`config.mk`:
```
export PLATFORM = sky130hd
export DESIGN_NAME = pq_top
export DESIGN_NICKNAME = d
export VERILOG_FILES = /design/src/common/pq_pkg.sv /design/src/rtl/pq_top.sv /design/src/rtl/pq_remove.sv /design/src/pq_insert/pq_compare_swap.sv /design/src/pq_insert/pq_insert_ctrl.sv /design/src/rtl/pq_mem_arbiter.sv /design/src/rtl/pq_store.sv
export VERILOG_INCLUDE_DIRS = /design/src /design/src/common
export SDC_FILE = /design/constraint.sdc
export NUM_CORES = 1
export LEC_CHECK = 0
export ABC_AREA = 1
export BUFFER_PORTS_ARGS = -buffer_cell sky130_fd_sc_hd__buf_2
export CAP_MARGIN = 20
export CORE_UTILIZATION = 30
export CTS_CLUSTER_SIZE = 28
export DETAILED_ROUTE_END_ITERATION = 10
export GPL_ROUTABILITY_DRIVEN = 0
export PLACE_DENSITY_LB_ADDON = 0.2
export SLEW_MARGIN = 15
export SYNTH_ARGS = -nofsm -noshare
export SYNTH_HDL_FRONTEND = slang
export SYNTH_SLANG_ARGS = --single-unit
```
`constraint.sdc`:
```
create_clock -name clk -period 3.2 [get_ports clk]
set_clock_uncertainty 0.05 [all_clocks]
set_input_delay 0.32 -clock clk [delete_from_list [all_inputs] [get_ports clk]]
set_output_delay 0.32 -clock clk [all_outputs]
set_load 0.01 [all_outputs]
```
`src/common/pq_consts.svh`:
```
`ifndef PQ_CONSTS_SVH
`define PQ_CONSTS_SVH

////////////////////////////////////////
// Queue geometry
////////////////////////////////////////

// Number of key slots in the store
`define PQ_DEPTH 16

// Key width in bits
`define PQ_DATA_W 16

// Occupancy counter covers 0 through PQ_DEPTH
`define PQ_CNT_W 5

// Slot address width
`define PQ_ADDR_W 4

`endif
```
`src/common/pq_pkg.sv`:
```
`include "pq_consts.svh"

package pq_pkg;

  ////////////////////////////////////////
  // Shared store port
  ////////////////////////////////////////

  // Operations the store performs
  // Count increment also stores the key at the address (append)
  typedef enum logic [2:0] {
    MEM_IDLE    = 3'd0,
    MEM_READ    = 3'd1,
    MEM_WRITE   = 3'd2,
    MEM_CNT_INC = 3'd3,
    MEM_CNT_DEC = 3'd4
  } pq_mem_op_t;

  // One request per cycle toward the store
  typedef struct packed {
    pq_mem_op_t            op;
    logic [`PQ_ADDR_W-1:0] addr;
    logic [`PQ_DATA_W-1:0] key;
  } pq_mem_req_t;

  ////////////////////////////////////////
  // Responses
  ////////////////////////////////////////

  // Enqueue done, refused when full
  typedef struct packed {
    logic valid;
    logic rejected;
  } pq_enq_resp_t;

  // Dequeue done, smallest key or empty
  typedef struct packed {
    logic                  valid;
    logic                  empty;
    logic [`PQ_DATA_W-1:0] key;
  } pq_deq_resp_t;

  ////////////////////////////////////////
  // Engine states
  ////////////////////////////////////////

  typedef enum logic [2:0] {
    INS_IDLE    = 3'd0,
    INS_FILL    = 3'd1,
    INS_COMPARE = 3'd2,
    INS_SWAP    = 3'd3,
    INS_CNT_INC = 3'd4,
    INS_FINISH  = 3'd5
  } pq_ins_state_t;

  typedef enum logic [1:0] {
    REM_IDLE     = 2'd0,
    REM_WAIT_GNT = 2'd1,
    REM_READ     = 2'd2,
    REM_RESPOND  = 2'd3
  } pq_rem_state_t;

endpackage

```
`src/rtl/pq_top.sv`:
```
`include "pq_consts.svh"

module pq_top
  import pq_pkg::*;
(
  input  logic                  clk,
  input  logic                  rst,
  input  logic                  enq,
  input  logic [`PQ_DATA_W-1:0] enq_key,
  input  logic                  deq,
  output pq_enq_resp_t          enq_resp,
  output pq_deq_resp_t          deq_resp,
  output logic                  enq_busy,
  output logic                  deq_busy
);

  ////////////////////////////////////////
  // Wires
  ////////////////////////////////////////

  // Insert engine
  logic                  ins_req_on;
  logic                  ins_gnt;
  pq_mem_op_t            ins_op;
  logic                  load_carry;
  logic                  swap_carry;
  logic                  idx_inc;
  logic                  greater;
  logic                  at_end;
  logic [`PQ_ADDR_W-1:0] ins_addr;
  logic [`PQ_DATA_W-1:0] ins_wkey;
  pq_mem_req_t           ins_req;

  // Remove engine
  logic                  rem_req_on;
  logic                  rem_gnt;
  pq_mem_req_t           rem_req;

  // Store port
  pq_mem_req_t           mem_req;
  logic [`PQ_DATA_W-1:0] rdata;
  logic [`PQ_CNT_W-1:0]  count;

  // Controller opcode with datapath address and key
  assign ins_req.op   = ins_op;
  assign ins_req.addr = ins_addr;
  assign ins_req.key  = ins_wkey;

  ////////////////////////////////////////
  // Instances
  ////////////////////////////////////////

  pq_insert_ctrl pq_insert_ctrl_i (
    .clk        (clk),
    .rst        (rst),
    .enq        (enq),
    .gnt        (ins_gnt),
    .count      (count),
    .greater    (greater),
    .at_end     (at_end),
    .req_on     (ins_req_on),
    .op         (ins_op),
    .load_carry (load_carry),
    .swap_carry (swap_carry),
    .idx_inc    (idx_inc),
    .busy       (enq_busy),
    .enq_resp   (enq_resp)
  );

  pq_compare_swap pq_compare_swap_i (
    .clk        (clk),
    .rst        (rst),
    .enq_key    (enq_key),
    .rdata      (rdata),
    .count      (count),
    .load_carry (load_carry),
    .swap_carry (swap_carry),
    .idx_inc    (idx_inc),
    .greater    (greater),
    .at_end     (at_end),
    .addr       (ins_addr),
    .wkey       (ins_wkey)
  );

  pq_remove pq_remove_i (
    .clk      (clk),
    .rst      (rst),
    .deq      (deq),
    .gnt      (rem_gnt),
    .count    (count),
    .rdata    (rdata),
    .req_on   (rem_req_on),
    .req      (rem_req),
    .busy     (deq_busy),
    .deq_resp (deq_resp)
  );

  pq_mem_arbiter pq_mem_arbiter_i (
    .clk        (clk),
    .rst        (rst),
    .ins_req_on (ins_req_on),
    .ins_req    (ins_req),
    .rem_req_on (rem_req_on),
    .rem_req    (rem_req),
    .ins_gnt    (ins_gnt),
    .rem_gnt    (rem_gnt),
    .mem_req    (mem_req)
  );

  pq_store pq_store_i (
    .clk   (clk),
    .rst   (rst),
    .req   (mem_req),
    .rdata (rdata),
    .count (count)
  );

endmodule

```
`src/rtl/pq_remove.sv`:
```
`include "pq_consts.svh"

module pq_remove
  import pq_pkg::*;
(
  input  logic                  clk,
  input  logic                  rst,
  input  logic                  deq,
  input  logic                  gnt,
  input  logic [`PQ_CNT_W-1:0]  count,
  input  logic [`PQ_DATA_W-1:0] rdata,
  output logic                  req_on,
  output pq_mem_req_t           req,
  output logic                  busy,
  output pq_deq_resp_t          deq_resp
);

  pq_rem_state_t         state;
  pq_rem_state_t         next_state;
  // Sampled at grant, held through the response
  logic                  empty_q;
  logic                  resp_valid_q;
  logic [`PQ_DATA_W-1:0] resp_key_q;
  // Slot of the smallest key
  logic [`PQ_CNT_W-1:0]  last_slot;

  assign last_slot = count - 1'b1;

  always_ff @(posedge clk)
  begin
    if (rst)
    begin
      state        <= REM_IDLE;
      empty_q      <= 1'b0;
      resp_valid_q <= 1'b0;
    end
    else
    begin
      state        <= next_state;
      resp_valid_q <= (state == REM_RESPOND);
      if ((state == REM_WAIT_GNT) && gnt)
      begin
        empty_q <= (count == '0);
      end
    end
  end

  // Read data arrives in the respond state
  always_ff @(posedge clk)
  begin
    if (state == REM_RESPOND)
    begin
      resp_key_q <= empty_q ? '0 : rdata;
    end
  end

  ////////////////////////////////////////
  // Pop sequence
  ////////////////////////////////////////

  always_comb
  begin
    next_state = state;
    req.op     = MEM_IDLE;
    req.addr   = last_slot[`PQ_ADDR_W-1:0];
    req.key    = '0;
    case (state)
      REM_IDLE:
      begin
        if (deq)
        begin
          next_state = REM_WAIT_GNT;
        end
      end
      REM_WAIT_GNT:
      begin
        if (gnt)
        begin
          next_state = REM_READ;
        end
      end
      REM_READ:
      begin
        // Nothing to fetch when empty
        if (!empty_q)
        begin
          req.op = MEM_READ;
        end
        next_state = REM_RESPOND;
      end
      REM_RESPOND:
      begin
        if (!empty_q)
        begin
          req.op = MEM_CNT_DEC;
        end
        next_state = REM_IDLE;
      end
      default:
      begin
        next_state = REM_IDLE;
      end
    endcase
  end

  assign req_on = (state != REM_IDLE);
  // Busy through the registered response cycle
  assign busy = (state != REM_IDLE) || resp_valid_q;

  assign deq_resp.valid = resp_valid_q;
  assign deq_resp.empty = empty_q;
  assign deq_resp.key   = resp_key_q;

endmodule

```
`src/pq_insert/pq_compare_swap.sv`:
```
`include "pq_consts.svh"

module pq_compare_swap
  import pq_pkg::*;
(
  input  logic                  clk,
  input  logic                  rst,
  input  logic [`PQ_DATA_W-1:0] enq_key,
  input  logic [`PQ_DATA_W-1:0] rdata,
  input  logic [`PQ_CNT_W-1:0]  count,
  input  logic                  load_carry,
  input  logic                  swap_carry,
  input  logic                  idx_inc,
  output logic                  greater,
  output logic                  at_end,
  output logic [`PQ_ADDR_W-1:0] addr,
  output logic [`PQ_DATA_W-1:0] wkey
);

  // Key in flight during the walk
  logic [`PQ_DATA_W-1:0] carry;
  // Slot under inspection
  logic [`PQ_ADDR_W-1:0] idx;

  ////////////////////////////////////////
  // Carry and walk index
  ////////////////////////////////////////

  always_ff @(posedge clk)
  begin
    if (load_carry)
    begin
      carry <= enq_key;
    end
    else if (swap_carry)
    begin
      carry <= rdata;
    end
  end

  always_ff @(posedge clk)
  begin
    if (rst)
    begin
      idx <= '0;
    end
    else if (load_carry)
    begin
      idx <= '0;
    end
    else if (idx_inc)
    begin
      idx <= idx + 1'b1;
    end
  end

  ////////////////////////////////////////
  // Compare
  ////////////////////////////////////////

  // Strict compare keeps equal keys in arrival order
  assign greater = (carry > rdata);

  // Past the last stored key
  assign at_end = (`PQ_CNT_W'(idx) == count);

  // Write path always carries the old carry
  assign addr = idx;
  assign wkey = carry;

endmodule

```
`src/pq_insert/pq_insert_ctrl.sv`:
```
`include "pq_consts.svh"

module pq_insert_ctrl
  import pq_pkg::*;
(
  input  logic                 clk,
  input  logic                 rst,
  input  logic                 enq,
  input  logic                 gnt,
  input  logic [`PQ_CNT_W-1:0] count,
  input  logic                 greater,
  input  logic                 at_end,
  output logic                 req_on,
  output pq_mem_op_t           op,
  output logic                 load_carry,
  output logic                 swap_carry,
  output logic                 idx_inc,
  output logic                 busy,
  output pq_enq_resp_t         enq_resp
);

  pq_ins_state_t state;
  pq_ins_state_t next_state;
  logic          full;

  // Count is stable while we hold the grant
  assign full = (count == `PQ_CNT_W'(`PQ_DEPTH));

  always_ff @(posedge clk)
  begin
    if (rst)
    begin
      state <= INS_IDLE;
    end
    else
    begin
      state <= next_state;
    end
  end

  ////////////////////////////////////////
  // Insert walk
  ////////////////////////////////////////

  always_comb
  begin
    next_state = state;
    op         = MEM_IDLE;
    load_carry = 1'b0;
    swap_carry = 1'b0;
    idx_inc    = 1'b0;
    enq_resp   = '0;
    case (state)
      INS_IDLE:
      begin
        // Key only valid with the strobe
        // Capture it and rewind the index
        if (enq)
        begin
          load_carry = 1'b1;
          next_state = INS_FILL;
        end
      end
      INS_FILL:
      begin
        // Wait for the store
        if (gnt)
        begin
          next_state = INS_COMPARE;
        end
      end
      INS_COMPARE:
      begin
        // Refuse when full, append when past the last key
        if (full || at_end)
        begin
          next_state = INS_FINISH;
        end
        else
        begin
          op         = MEM_READ;
          next_state = INS_SWAP;
        end
      end
      INS_SWAP:
      begin
        // Larger carry takes the slot
        // Displaced key moves on in the carry
        if (greater)
        begin
          op         = MEM_WRITE;
          swap_carry = 1'b1;
        end
        next_state = INS_CNT_INC;
      end
      INS_CNT_INC:
      begin
        // Step to next slot
        idx_inc    = 1'b1;
        next_state = INS_COMPARE;
      end
      INS_FINISH:
      begin
        if (!full)
        begin
          op = MEM_CNT_INC;
        end
        enq_resp.valid    = 1'b1;
        enq_resp.rejected = full;
        next_state        = INS_IDLE;
      end
      default:
      begin
        next_state = INS_IDLE;
      end
    endcase
  end

  // Request held for the whole operation
  assign req_on = (state != INS_IDLE);
  assign busy   = (state != INS_IDLE); // Covers the response cycle

endmodule

```
`src/rtl/pq_mem_arbiter.sv`:
```
module pq_mem_arbiter
  import pq_pkg::*;
(
  input  logic        clk,
  input  logic        rst,
  input  logic        ins_req_on,
  input  pq_mem_req_t ins_req,
  input  logic        rem_req_on,
  input  pq_mem_req_t rem_req,
  output logic        ins_gnt,
  output logic        rem_gnt,
  output pq_mem_req_t mem_req
);

  // Owner still requesting
  logic ins_hold;
  logic rem_hold;
  logic lock;
  // Grant for next cycle
  logic pick_ins;
  logic pick_rem;
  // Remove engine won the last new grant
  logic last_rem;

  assign ins_hold = ins_gnt && ins_req_on;
  assign rem_hold = rem_gnt && rem_req_on;
  assign lock     = ins_hold || rem_hold;

  always_comb
  begin
    pick_ins = 1'b0;
    pick_rem = 1'b0;
    if (lock)
    begin
      // Grant stays until the owner drops its flag
      pick_ins = ins_hold;
      pick_rem = rem_hold;
    end
    else if (ins_req_on && rem_req_on)
    begin
      // Tie goes to whoever lost last time
      pick_ins = last_rem;
      pick_rem = !last_rem;
    end
    else
    begin
      pick_ins = ins_req_on;
      pick_rem = rem_req_on;
    end
  end

  always_ff @(posedge clk)
  begin
    if (rst)
    begin
      ins_gnt  <= 1'b0;
      rem_gnt  <= 1'b0;
      last_rem <= 1'b0;
    end
    else
    begin
      ins_gnt <= pick_ins;
      rem_gnt <= pick_rem;
      if (pick_ins || pick_rem)
      begin
        last_rem <= pick_rem;
      end
    end
  end

  // Forward the owner's request, idle otherwise
  always_comb
  begin
    mem_req    = '0;
    mem_req.op = MEM_IDLE;
    if (ins_hold)
    begin
      mem_req = ins_req;
    end
    else if (rem_hold)
    begin
      mem_req = rem_req;
    end
  end

endmodule

```
`src/rtl/pq_store.sv`:
```
`include "pq_consts.svh"

module pq_store
  import pq_pkg::*;
(
  input  logic                  clk,
  input  logic                  rst,
  input  pq_mem_req_t           req,
  output logic [`PQ_DATA_W-1:0] rdata,
  output logic [`PQ_CNT_W-1:0]  count
);

  // Keys kept in descending order
  // Smallest key at slot count-1
  logic [`PQ_DATA_W-1:0] mem [`PQ_DEPTH];

  ////////////////////////////////////////
  // Key array
  ////////////////////////////////////////

  // Registered read, data one cycle later
  always_ff @(posedge clk)
  begin
    if (req.op == MEM_READ)
    begin
      rdata <= mem[req.addr];
    end
  end

  // Plain write or append
  always_ff @(posedge clk)
  begin
    if ((req.op == MEM_WRITE) || (req.op == MEM_CNT_INC))
    begin
      mem[req.addr] <= req.key;
    end
  end

  ////////////////////////////////////////
  // Occupancy
  ////////////////////////////////////////

  // No limit checks here
  // Engines only step the count when legal
  always_ff @(posedge clk)
  begin
    if (rst)
    begin
      count <= '0;
    end
    else if (req.op == MEM_CNT_INC)
    begin
      count <= count + 1'b1;
    end
    else if (req.op == MEM_CNT_DEC)
    begin
      count <= count - 1'b1;
    end
  end

endmodule

```
---- Yosys cells after proc, flatten, opt, wreduce, memory -nomap -nowiden ----
Memory sizes are Yosys's and may differ from the RTL's. A register that Yosys moved wholly into a read port is not among the register bits.
Index checks and enable logic that the tools add are counted.
word-level totals
  register bits ........................... 51
  RAM bits ................................ 256
  bits of input ports ..................... 20
  output and inout bits ................... 22
  word-level logic and storage cells ...... 86
  memories kept ........................... 1
memories
  memory          depth  width  read ports  clocked after Yosys merged registers in  write ports  RTL line        RTL
  pq_store_i.mem  16     16     1           1                                        1            pq_store.sv:15  logic [`PQ_DATA_W-1:0] mem [`PQ_DEPTH];
operators by class
  add/sub/neg operators ................... 3
  order comparisons ....................... 1
  equal/unequal tests ..................... 18
  muxes and demuxes ....................... 32
  reductions and logical operators ........ 20
operators with widths
  operator             number
  $mux 23              2
  $mux 16              2
  $gt 16x16->1         1
  $pmux 3 s5           1
  $mux 1               13
  $eq 3x2->1 const B   4
  $mux 3               4
  $mux 2               5
  $mux 5               2
  $eq 3x3->1 const B   3
  $pmux 3 s3           1
  $pmux 2 s4           1
  $eq 3x1->1 const B   2
  $pmux 3 s2           1
  $reduce_bool 2->1    3
  $add 5x1->5 const B  1
  $eq 4x5->1           1
  $eq 5x5->1 const B   1
  $logic_not 5->1      1
  $logic_or 1x1->1     5
  $sub 5x1->5 const B  1
  $add 4x1->4 const B  1
  $eq 2x2->1 const B   2
  $logic_and 1x1->1    4
  other kinds (9)      12

---- Logic depth before layout (Yosys ltp) ----
  depth after elaboration ................. 9
  depth in mapped cells ................... 18
  gate-level depth less buffers ........... 17

---- Modules after synthesis ----
Synthesis repeated with hierarchy kept, for this count alone.
second synthesis, totals
  cells, all modules ...................... 1,532
  area total of the unflattened synthesis .. 14,919.3 um^2
by module, submodules not included
  module           times used  cells an instance  area an instance (um^2)  sequential area each (um^2)
  pq_store         1           1,118              11,636.2                 8,267.9
  pq_compare_swap  1           149                1,293.7                  560.5
  pq_remove        1           121                1,111.1                  560.5
  pq_mem_arbiter   1           97                 609.3                    60.1
  pq_insert_ctrl   1           47                 269.0                    60.1

---- Worst setup path before layout ----
No wires, ideal clock.
  path kind ............................... flip-flop to flip-flop
  start ................................... register pq_compare_swap_i.carry[15] (netlist: pq_compare_swap_i.wkey[15])
  end ..................................... register pq_store_i.rdata[0], read port of pq_store_i.mem, enable pin
  arrival time ............................ 2.507 ns
  data required time ...................... 2.741 ns
  path slack .............................. 0.234 ns
  cell stages (with the launch flop) ...... 10
  period minus slack after synthesis ...... 2.966 ns
  cell sequence ........................... edfxtp_1 ha_1 nand2_1 nor2_1 nand2_1 nor2_1 a21oi_1 nand2_1 a21oi_1 nor3_1
on the way
  cells in the longest elaborated chain, start to end .. 5
ends and longest elaborated chain
  item                    RTL line               RTL
  from (decl)             pq_compare_swap.sv:21  logic [`PQ_DATA_W-1:0] carry;
  from (signal assigned)  pq_compare_swap.sv:33  carry <= enq_key;
  from (signal assigned)  pq_compare_swap.sv:37  carry <= rdata;
  $gt 16x16->1            pq_compare_swap.sv:62  assign greater = (carry > rdata);
  $mux 2                  pq_insert_ctrl.sv:89   if (greater)
  $pmux 3 s3              pq_insert_ctrl.sv:53   case (state)
  $mux 23                 pq_mem_arbiter.sv:76   if (ins_hold)
  $eq 3x1->1              pq_store.sv:24         if (req.op == MEM_READ)
  to (decl)               pq_store.sv:9          output logic [`PQ_DATA_W-1:0] rdata,
No other way between the ends.
A chain may end at the register's enable or synchronous reset.

---- Final worst setup path ----
  start ................................... register pq_remove_i.state[0]
  end ..................................... memory pq_store_i.mem[14][8] in the netlist's numbering, enable pin
on the way
  cells in the longest elaborated chain, start to end .. 8
  elaborated cells on any way between the ends .. 12
  classes of those cells .................. eq/ne (4); mux (5); reduce/logical (3)
ends and longest elaborated chain
  item                                                    RTL line                               RTL
  from (decl)                                             pq_remove.sv:18                        pq_rem_state_t state;
  from (signal assigned)                                  pq_remove.sv:39                        state <= next_state;
  $eq 2x2->1 / $reduce_bool 2->1 (equally long branches)  pq_remove.sv:67, pq_remove.sv:106
  $pmux 3 s2 / $logic_and 1x1->1 (equally long branches)  pq_remove.sv:67, pq_mem_arbiter.sv:26
  $mux 23 *                                               pq_mem_arbiter.sv:80                   else if (rem_hold)
  $mux 23 *                                               pq_mem_arbiter.sv:76
  $eq 3x2->1                                              pq_store.sv:33                         if ((req.op == MEM_WRITE) || (req.op == MEM_CNT_INC))
  $logic_or 1x1->1                                        pq_store.sv:33
  $mux 1                                                  pq_store.sv:33
  $mux 1 (implied by the code)                            pq_store.sv:35                         mem[req.addr] <= req.key;
  to (decl)                                               pq_store.sv:15
Every way passes the cells marked *; elsewhere a longest branch is shown, timed or not.

==> metrics.txt <==
buffers inserted during post-CTS setup optimization=0; cell family contributing the most delay on the critical path=simple AND/OR/NAND/NOR gates; top library cells by usage in the layout, fill and taps aside=393 x sky130_fd_sc_hd__nand2_1, 304 x sky130_fd_sc_hd__edfxtp_1, 100 x sky130_fd_sc_hd__inv_1, 80 x sky130_fd_sc_hd__a21oi_1, 69 x sky130_fd_sc_hd__nor2_1; worst-path maximum fanout=22; number of global-route vias before repair=roughly 9100; Core Util, Final=a little over a third; Worst Setup Slack, final=around 0.34 ns; share of async-settable or async-resettable flops after synthesis=0%; via/cell ratio=roughly 4.6; Final #Nets=around 1400; Comb power frac=roughly a quarter; worst-path cell chain=inv_1, ha_1, inv_2, nand2_1, inv_2, nand2_4, o22ai_2, buf_12, inv_4, nor2_8, nand2_1, nor2_2, buf_4; Data required, critical path=3.38 ns; drt initial violations=around 830; number of synthesized flops with an enable pin=just over 300; sequential-to-total area share from yosys stat=roughly 69%; maximum VDD drop=0.000336 V; path type of the worst setup path=reg2reg; cell leakage power=6.46 nW; Worst Setup End Kind=register; most frequently used flop master after synthesis=sky130_fd_sc_hd__edfxtp_1; FP Rows=78; TNS Setup=0 ns; final routed DRC violation total=0; Filler cells=roughly 4500; switching share of power=31.1%; Starting Density=between 30% and 40%; CTS tree=built; global-route usage over all layers=between 10% and 20%; arrival time reported for the critical path endpoint=around 3 ns; syn_area_per_cell=between 10 and 15 sq um; P_sw=roughly 3.7 mW; run status=complete, no violations; Crit path largest cell delay=0.37 ns; number of sinks handled by clock tree synthesis=323; worst setup path start=pq_remove_i.state[0]; number of primary I/O pins=42; die height=216 um; Worst path slowest cell=sky130_fd_sc_hd__dfxtp_1; final setup violation count=0; launch point of the worst reg-to-reg path=pq_remove_i.state[0]; total of buffers placed on input and output ports=41; Final Hold Vio Count=0; most common library cell in the layout ignoring fill and taps=sky130_fd_sc_hd__nand2_1; measured slew at the worst slew-check pin=around 0.48 ns; fraction of final layout cells sized beyond drive strength 1=between 10% and 20%; time the final worst path needs with I/O delays and setup=approximately 2.9 ns; number of maximum-capacitance constraint violations=0; area delta synth->final=19.1%; share of the clock period used by the worst path=between 80% and 90%; htree depth=2; clock insertion delay at the later pin of the skew report=between 0.5 and 0.6 ns; Post-Syn Area=about 14000 sq um; Reg power frac=between 40% and 50%; Detailed Route WL=38500 um; Max Slew Vio Count=0; number of buffer and inverter stages on the critical path=6; Post-Synthesis Cells=around 1300; hold path start=enq_key[14]; CTS Root Buffer Type=sky130_fd_sc_hd__clkbuf_16; RSZ-0062 raised after global routing=false; Fmax achieved=349 MHz; DPL Wire Length=between 20000 and 30000 um; pre-CTS WS=between 0.3 and 0.4 ns; antenna violations before repair=0; count of unique library cells instantiated by Yosys=40; number of buffers inserted by hold repair at cts=1; Bufs on Longest Clock Path=3; largest net degree at the start of global routing=34; clock-pin transition on the worst setup and hold timing paths=about 0.06 ns; first drt pass iteration count=5; synth warn=0; detailed-route via count=approximately 9000; Die ar.=~47000 sq um; post-cts sizing count=0; antenna diode count=0; routed wirelength normalized by instance count=approximately 19 um; Net Count, Synth=between 1000 and 1500; Startpoint Class=register; TritonCTS Buffers=36; worst slew margin relative to its limit=between 60% and 70%; global-route wire length before repair=just under 60000 um; class of the tightest hold or removal check=in2reg; Overflow after GRT=0; total power divided by cell area=723 nW/um^2; power share of the clock group=35.1%; Core Region=~45000 sq um; post-detailed-route count of antenna-violating nets=0; Horiz. Die Dim=~220 um; register bit total from synthesis=between 300 and 400; total internal power=approximately 8.2 mW
-- worst min-delay path, delay by kind of cell --
family	cells	cell delay [ns]
and+or+nand+nor	1	0.03
AOI/OAI and AO/OA	1	0.10
buffers and inverters	1	0.08
-- Yosys cell counts (5+ instances only) --
library cell / n / area share, %
sky130_fd_sc_hd__dfxtp_1: 19 / 2.8
sky130_fd_sc_hd__nor3_1: 5 / 0.18
sky130_fd_sc_hd__clkbuf_1: 13 / 0.35
sky130_fd_sc_hd__a21oi_1: 80 / 2.9
sky130_fd_sc_hd__inv_2: 11 / 0.30
sky130_fd_sc_hd__nand2_1: 393 / 11
sky130_fd_sc_hd__buf_2: 24 / 0.87
sky130_fd_sc_hd__edfxtp_1: 304 / 66
sky130_fd_sc_hd__buf_4: 8 / 0.44
sky130_fd_sc_hd__o21ai_1: 59 / 2.1
sky130_fd_sc_hd__nand3_1: 65 / 2.4
sky130_fd_sc_hd__xor2_1: 6 / 0.38
sky130_fd_sc_hd__inv_1: 100 / 2.7
sky130_fd_sc_hd__nor2_1: 88 / 2.4
sky130_fd_sc_hd__o21ai_0: 19 / 0.69
sky130_fd_sc_hd__ha_1: 23 / 2.1
sky130_fd_sc_hd__nand2_4: 5 / 0.41
-- sequential cells by signal, summed over array words and instances, names as in the netlist, 2 cells and up --
name / count
pq_remove_i.state: 2
pq_remove_i.resp_key_q: 16
pq_insert_ctrl_i.state: 3
pq_compare_swap_i.wkey: 16
pq_store_i.mem: 256
pq_compare_swap_i.addr: 4
pq_store_i.rdata: 16
pq_store_i.count: 5
-- power by group through the flow --
stage,logic (mW),clock network (mW),registers [mW]
floorplan,1.69,0,4.99
finish,2.80,4.16,4.90
detailed placement,2.82,0,4.99
global route,3.11,4.41,4.91
CTS,2.83,4.26,4.90
global placement,2.82,0,4.99
-- cell type report --
cell class,instances,area (sq um),share of cell area [%]
clock buffers,48,988,6.02
clock inverters,13,176,1.07
inverters,113,427,2.60
multi-input cells,769,3650,22.2
flip-flops and latches,323,9510,57.9
well taps,600,751,4.57
repair buffers,115,913,5.56
-- through the flow --
step	hold WS, ns	power, mW	instances	area (sq um)
CTS	0.0622	12.0	1981	16400
detailed placement	0.412	7.81	1919	15200
global route	0.0760	12.4	1981	16400
global placement	0.408	7.81	1919	15200
finish	0.0771	11.9	1981	16400
floorplan	0.342	6.68	1256	13800
-- cells by family after synthesis --
logic type	Yosys count	synth area share [%]
buffers and inverters	164	5.03
xor gates and xnor gates	8	0.508
and+or+nand+nor	569	16.9
adders and majority gates	23	2.09
AOI/OAI and AO/OA	169	6.53
DFF	323	69.0
-- per-layer routing --
layer	track usage (%)	vias to the layer above	part of all wire [%]
met5	0	-	0
met4	4.46	0	1.9
met3	2.79	47	5.3
met2	27.0	222	47
met1	23.2	4389	46
li1	-	4450	-
-- final timing paths --
check	cells after the start	slack, ns	end
max reg2reg	13	0.34	pq_store_i.mem[14][8]
min	3	0.08	pq_compare_swap_i.wkey[14]
min reg2reg	2	0.42	pq_mem_arbiter_i.last_rem
max	13	0.34	pq_store_i.mem[14][8]
Power figures use the tool's default switching activity.
